### src/common/qsys_settings.svh
//////////////////////////////////////////////////
// Queue system sizing
// Queue count, word width, FIFO depth and MTU
//////////////////////////////////////////////////

`ifndef QSYS_SETTINGS_SVH
`define QSYS_SETTINGS_SVH

// Number of per-queue FIFOs
`define QSYS_NUM_QUEUES 4

// Bytes in one packet word
`define QSYS_DATA_BYTES 8

// Words held by each queue FIFO
`define QSYS_QUEUE_DEPTH 64

// Largest packet, in words
`define QSYS_MTU_WORDS 16

`endif

### src/common/qsys_pkg.sv
//////////////////////////////////////////////////
// Queue system types
// Word, queue id, credit and counter types
//////////////////////////////////////////////////

package qsys_pkg;

`include "qsys_settings.svh"

    // Queue number carried with every word
    typedef logic [$clog2(`QSYS_NUM_QUEUES)-1:0] qid_t;

    // Word payload
    typedef logic [`QSYS_DATA_BYTES*8-1:0] data_t;

    // One word as it moves between the blocks
    typedef struct packed {
        data_t data;
        logic  last;
        qid_t  qid;
    } qsys_word_t;

    // Free words of one queue, up to the full depth
    typedef logic [$clog2(`QSYS_QUEUE_DEPTH+1)-1:0] credit_t;

    // Saturating packet counter
    typedef logic [31:0] pkt_count_t;

    // One bit per queue
    typedef logic [`QSYS_NUM_QUEUES-1:0] qmask_t;

endpackage

### src/common/qsys_credit_if.sv
//////////////////////////////////////////////////
// Admission to buffer link
// Words go forward, credits come back
//////////////////////////////////////////////////

`timescale 1ns/1ps

interface qsys_credit_if
    import qsys_pkg::*;
();

    // Forward path, one admitted word per cycle
    logic       wr_valid;
    qsys_word_t wr_word;

    // Return path, one freed word slot per cycle
    logic       credit_valid;
    qid_t       credit_qid;

    modport admit (
        output wr_valid,
        output wr_word,
        input  credit_valid,
        input  credit_qid
    );

    modport buffer (
        input  wr_valid,
        input  wr_word,
        output credit_valid,
        output credit_qid
    );

endinterface

### src/hw/qsys_admission/qsys_admission.sv
//////////////////////////////////////////////////
// Packet admission against per-queue credits
//////////////////////////////////////////////////

`timescale 1ns/1ps

`include "qsys_settings.svh"

module qsys_admission
    import qsys_pkg::*;
(
    input  logic  packet_in,
    input  logic  arst_n,
    input  logic  in_valid,
    input  data_t in_data,
    input  logic  in_last,
    input  qid_t  in_qid,
    qsys_credit_if.admit wr
);

    typedef enum logic [1:0] {
        state_idle,
        state_admit,
        state_drop
    } adm_state_t;

    adm_state_t state;
    qid_t       cur_qid;
    credit_t    credit [`QSYS_NUM_QUEUES];

    logic   admit_now;
    logic   fwd;
    qid_t   fwd_qid;
    qmask_t take;
    qmask_t give;

    // Decision is taken once, on the first word
    assign admit_now = credit[in_qid] >= credit_t'(`QSYS_MTU_WORDS);
    assign fwd_qid   = (state == state_idle) ? in_qid : cur_qid;

    always_comb begin
        fwd = 1'b0;
        if (in_valid) begin
            if (state == state_idle) begin
                fwd = admit_now;
            end else begin
                fwd = (state == state_admit);
            end
        end
    end

    // Per-queue spend and refund strobes
    always_comb begin
        for (int q = 0; q < `QSYS_NUM_QUEUES; q++) begin
            take[q] = fwd && (fwd_qid == qid_t'(q));
            give[q] = wr.credit_valid && (wr.credit_qid == qid_t'(q));
        end
    end

    //////////////////////////////////////////////////
    // Packet state and credit counters

    always_ff @(posedge packet_in or negedge arst_n) begin
        if (!arst_n) begin
            state    <= state_idle;
            cur_qid  <= '0;
            wr.wr_valid <= 1'b0;
            for (int q = 0; q < `QSYS_NUM_QUEUES; q++) begin
                credit[q] <= credit_t'(`QSYS_QUEUE_DEPTH);
            end
        end else begin
            wr.wr_valid <= fwd;
            if (in_valid) begin
                if (state == state_idle) begin
                    cur_qid <= in_qid;
                    if (!in_last) begin
                        state <= admit_now ? state_admit : state_drop;
                    end
                end else if (in_last) begin
                    state <= state_idle;
                end
            end
            // Spend and refund may land on the same queue together
            for (int q = 0; q < `QSYS_NUM_QUEUES; q++) begin
                credit[q] <= credit[q] - credit_t'(take[q]) + credit_t'(give[q]);
            end
        end
    end

    // Admitted word register
    always_ff @(posedge packet_in) begin
        if (fwd) begin
            wr.wr_word.data <= in_data;
            wr.wr_word.last <= in_last;
            wr.wr_word.qid  <= fwd_qid;
        end
    end

endmodule

### src/flat_wrapper.sv
// flat-port wrapper written by rule: the top's interface ports become plain ports
module qsys_admission_flat import qsys_pkg::*;
  (packet_in, arst_n, in_valid, in_data, in_last, in_qid, wr_wr_valid, wr_wr_word, wr_credit_valid, wr_credit_qid);
  qsys_credit_if wr_i ();
  input  logic packet_in;
  input  logic arst_n;
  input  logic in_valid;
  input  data_t in_data;
  input  logic in_last;
  input  qid_t in_qid;
  output wire logic [$bits(wr_i.wr_valid)-1:0] wr_wr_valid;
  output wire logic [$bits(wr_i.wr_word)-1:0] wr_wr_word;
  input wire logic [$bits(wr_i.credit_valid)-1:0] wr_credit_valid;
  input wire logic [$bits(wr_i.credit_qid)-1:0] wr_credit_qid;
  assign wr_wr_valid = wr_i.wr_valid;
  assign wr_wr_word = wr_i.wr_word;
  assign wr_i.credit_valid = wr_credit_valid;
  assign wr_i.credit_qid = wr_credit_qid;
  qsys_admission u_core (.packet_in(packet_in), .arst_n(arst_n), .in_valid(in_valid), .in_data(in_data), .in_last(in_last), .in_qid(in_qid), .wr(wr_i));
endmodule
### config.mk
export PLATFORM = sky130hd
export DESIGN_NAME = qsys_admission_flat
export DESIGN_NICKNAME = d
export VERILOG_FILES = /design/src/common/qsys_pkg.sv /design/src/common/qsys_credit_if.sv /design/src/hw/qsys_admission/qsys_admission.sv /design/src/flat_wrapper.sv
export VERILOG_INCLUDE_DIRS = /design/src /design/src/common
export SDC_FILE = /design/constraint.sdc
export NUM_CORES = 1
export LEC_CHECK = 0
export BUFFER_PORTS_ARGS = -buffer_cell sky130_fd_sc_hd__buf_4
export CAP_MARGIN = 5
export CORE_MARGIN = 3
export CORE_UTILIZATION = 50
export CTS_BUF_LIST = sky130_fd_sc_hd__clkbuf_16
export CTS_CLUSTER_DIAMETER = 100
export DETAILED_ROUTE_END_ITERATION = 7
export PLACE_DENSITY = 0.79
export SLEW_MARGIN = 20
export SYNTH_ARGS = -nofsm -noshare
export SYNTH_HDL_FRONTEND = slang
export SYNTH_SLANG_ARGS = --single-unit
### constraint.sdc
create_clock -name packet_in -period 6.3 [get_ports packet_in]
set_clock_uncertainty 0.15 [all_clocks]
set_input_delay 0 -clock packet_in [delete_from_list [all_inputs] [get_ports packet_in]]
set_output_delay 0 -clock packet_in [all_outputs]
set_load 0.02 [all_outputs]
==> impl_metrics.py <==
metrics = {
    "cts": {
        "clk_pin_slew_ps": 80,
        "clockRootBuffer": "clkbuf_16",
        "cts.sinks": 100,
        "clkLatencyLatePin_ps": 340,
        "cts_tree": "done",
        "clock_path_buffers": 2,
        "ctsHtreeMaxLevel": 3,
        "cts_buffers": 9,
        "cts_resized": 0,
        "post_cts.repair.setup_buffers": 0,
    },
    "synth": {
        "synth_ff_type": "edfxtp_1",
        "synth_nets": 407,
        "yosysWarnings": 0,
        "syn-cell-area_mm2": 0.00424,
        "async_flop_share_pct": 33.0,
        "netlist-cell-type-count": 32,
        "synth_edf_count": 67,
        "seq_area_frac_synth_pct": 67.0,
        "syn_avg_cell_area_um2": 14.0,
        "syn_inst": 302,
        "ys_ff_latch": 100,
    },
    "placement": {
        "place.gp.congestion": 0.802,
        "post_dp_cell_area_mm2": 0.00544,
        "hpwl_um": 7360,
        "port_buffers": 140,
    },
    "critical_path": {
        "cp-end-kind": "flop",
        "r2r_start": "u_core.state[1]$_DFFE_PN0P_",
        "critPathLaunchType": "flop",
        "crit_required_ps": 6390,
        "setup.worst_path.class": "flop to flop",
        "crit_fanout": 5,
        "worst_ep_arrival_time_ps": 3470,
        "startpoint": "u_core.state[1]$_DFFE_PN0P_",
    },
    "pwr": {
        "power_density_mw_per_mm2": 455,
        "power_frac_comb_pct": 46.5,
        "power_frac_seq_pct": 35.4,
        "intPower_uw": 1810,
        "switching_share_pct": 38.8,
        "power.total_uw": 2960,
        "power_leakage_uw": 0.00290,
        "power.switching_uw": 1150,
        "pwr-share-clk_pct": 18.1,
        "ir_worst_vdd_mv": 0.323,
    },
    "sta": {
        "finalCriticalPeriod_ps": 3380,
        "rsz0062_at_grt": "false",
        "fin_setup_tns_ps": 0,
        "worstMarginPinSlew_ps": 719,
        "setup_viol": 0,
        "max-slew-margin-rel_pct": 51.9,
        "clock.fmax_mhz": 296,
        "hold_viol": 0,
        "whs_ps": 230,
        "slew_violations": 0,
        "fin_crit_sh_pct": 53.6,
    },
    "global_route": {
        "grt_overflow": 0,
        "antenna_found_initial": 0,
        "grt_util_all_layers_pct": 29.4,
        "grt_max_degree": 54,
        "first_global_vias": 3601,
        "grt_pass1_wl_um": 21300,
    },
    "cells_and_area": {
        "drive_gt1_share_pct": 30.4,
        "area_growth_pct": 53.3,
        "nets": 637,
        "antenna_cells": 0,
        "stdcell_area_mm2": 0.00650,
        "nFillCells": 360,
    },
    "run": {
        "drv_cap": 0,
    },
    "die": {
        "chipWidth_um": 98.1,
        "start_util_pct": 53.3,
        "die_area_mm2": 0.00963,
        "dieHeight_um": 98.1,
        "ios": 141,
        "core_mm2": 0.00797,
        "num_rows": 32,
    },
    "detailed_routing": {
        "drtIter0Drc": 403,
        "avgViaCountPerCell": 5.48,
        "routedWlPerCell_um": 21.9,
        "finalWirelength_um": 14000,
        "ant_nets": 0,
        "drc": 0,
        "dr.pass1.iters": 5,
        "num_vias": 3497,
    },
    "worst_hold_path": {
        "hold_start": "in_data[44]",
        "min_path_type": "primary input to flop",
    },
    "outcome": {
        "status": "complete, no violations",
    },
}
placed cells by master (no fill, tap or decap), types with 2 or more instances in the layout:
cell / netlist / layout
o21a_1: 4 / 4
nand2b_1: 2 / 2
dlygate4sd3_1: 0 / 78
inv_1: 43 / 43
a211oi_1: 5 / 5
o21bai_1: 4 / 4
nand2_1: 7 / 7
o21ai_0: 13 / 13
inv_8: 0 / 2
and2_1: 4 / 4
buf_4: 0 / 141
dfstp_2: 4 / 4
mux2i_1: 2 / 2
xor2_1: 4 / 4
nor3_1: 14 / 14
nor2b_1: 4 / 4
edfxtp_1: 67 / 67
clkinv_4: 0 / 3
nor2_1: 10 / 10
a21boi_0: 4 / 4
dfrtp_1: 29 / 29
a31oi_1: 3 / 3
a21o_1: 4 / 4
a21oi_1: 15 / 14
ha_1: 28 / 28
fa_1: 4 / 4
o31ai_1: 5 / 5
clkbuf_16: 0 / 9
o211ai_1: 4 / 4
xnor2_1: 12 / 12
per-layer routing:
metal	track usage (%)	routed length [µm]	share of wire [%]	up-vias
met5	0	0	0	-
met4	9.80	492	3.5	0
met1	37.7	5560	40	1673
li1	-	-	-	1542
met2	49.1	6720	48	238
met3	7.43	1210	8.7	44
flip-flops by register name (all words and copies together), names as in the netlist:
register and flops:
u_core.wr.wr_valid 1, u_core.state 2, u_core.cur_qid 2, u_core.credit 28
u_core.wr.wr_word 67
critical path: stages (launching register included):
cell      delay [ps]
dfrtp_1          450
nor2_1           410
mux2i_1          430
nor3_1           110
ha_1             290
inv_1             60
ha_1             200
inv_1             70
fa_1             410
nor2b_1          190
o31ai_1          140
a21oi_1          210
o211ai_1         160
cells by family after synthesis:
kind of cell / Yosys count / synth area share [%]
and+or+nand+nor: 45 / 5.31
xor gates and xnor gates: 16 / 3.30
adders and majority gates: 32 / 10.1
DFF: 100 / 67.0
buffers and inverters: 43 / 3.80
AOI/OAI and AO/OA: 63 / 9.44
muxes: 3 / 1.00
cells in the mapped netlist, drive strengths merged (5+ instances only):
master,count,area share [%]
nor3,14,1.7
xnor2,12,2.5
a21oi,15,1.8
o21ai,14,1.7
dfrtp,29,17
a21boi,5,0.97
nand2,7,0.62
o31ai,5,0.88
nor2,10,0.88
ha,28,8.3
inv,43,3.8
a211oi,5,0.88
edfxtp,67,47
worst paths after layout:
check	end	slack (ps)	depth (start not counted)
setup / recovery	u_core.credit[6]$_DFF_PN1_	2920	12
min in group asynchronous	u_core.credit[4]$_DFF_PN0_	470	3
setup reg to reg	u_core.credit[6]$_DFF_PN1_	2920	12
max in group asynchronous	u_core.credit[24]$_DFF_PN0_	4120	4
hold / removal	u_core.wr.wr_word[47]$_DFFE_PP_	230	2
hold reg to reg	u_core.cur_qid[0]$_DFFE_PN0P_	390	2
cell type report:
| type | count | area (µm²) | area share [%] |
|---|---|---|---|
| sequential | 100 | 2840 | 43.7 |
| clock buffer | 9 | 225 | 3.46 |
| timing repair buffer | 219 | 1840 | 28.3 |
| multi-input combinational | 159 | 1250 | 19.2 |
| clock inverter | 6 | 57.6 | 0.885 |
| tap | 102 | 128 | 1.96 |
| inverter | 43 | 161 | 2.48 |
through the flow:
step	utilization (%)	worst slack [ps]	instances
detailed placement	68.3	3160	545
floorplan	-	1250	302
global placement	68.3	3300	545
finish	81.6	2920	638
global route	81.6	2700	638
CTS	81.6	3090	638
power groups by stage:
stage	Sequential, µW	Clock (µW)	Combinational (µW)
after CTS	1030	534	1290
after floorplan	1130	0	813
after global routing	1060	566	1510
after global placement	1030	0	1190
after detailed placement	1040	0	1240
final	1050	536	1370
repair_timing:
item	in CTS	in global routing
hold buffers	78	0
hold endpoints to repair	108	0
setup endpoints to repair	0	0
No activity file was read; power rests on OpenSTA's default activity.
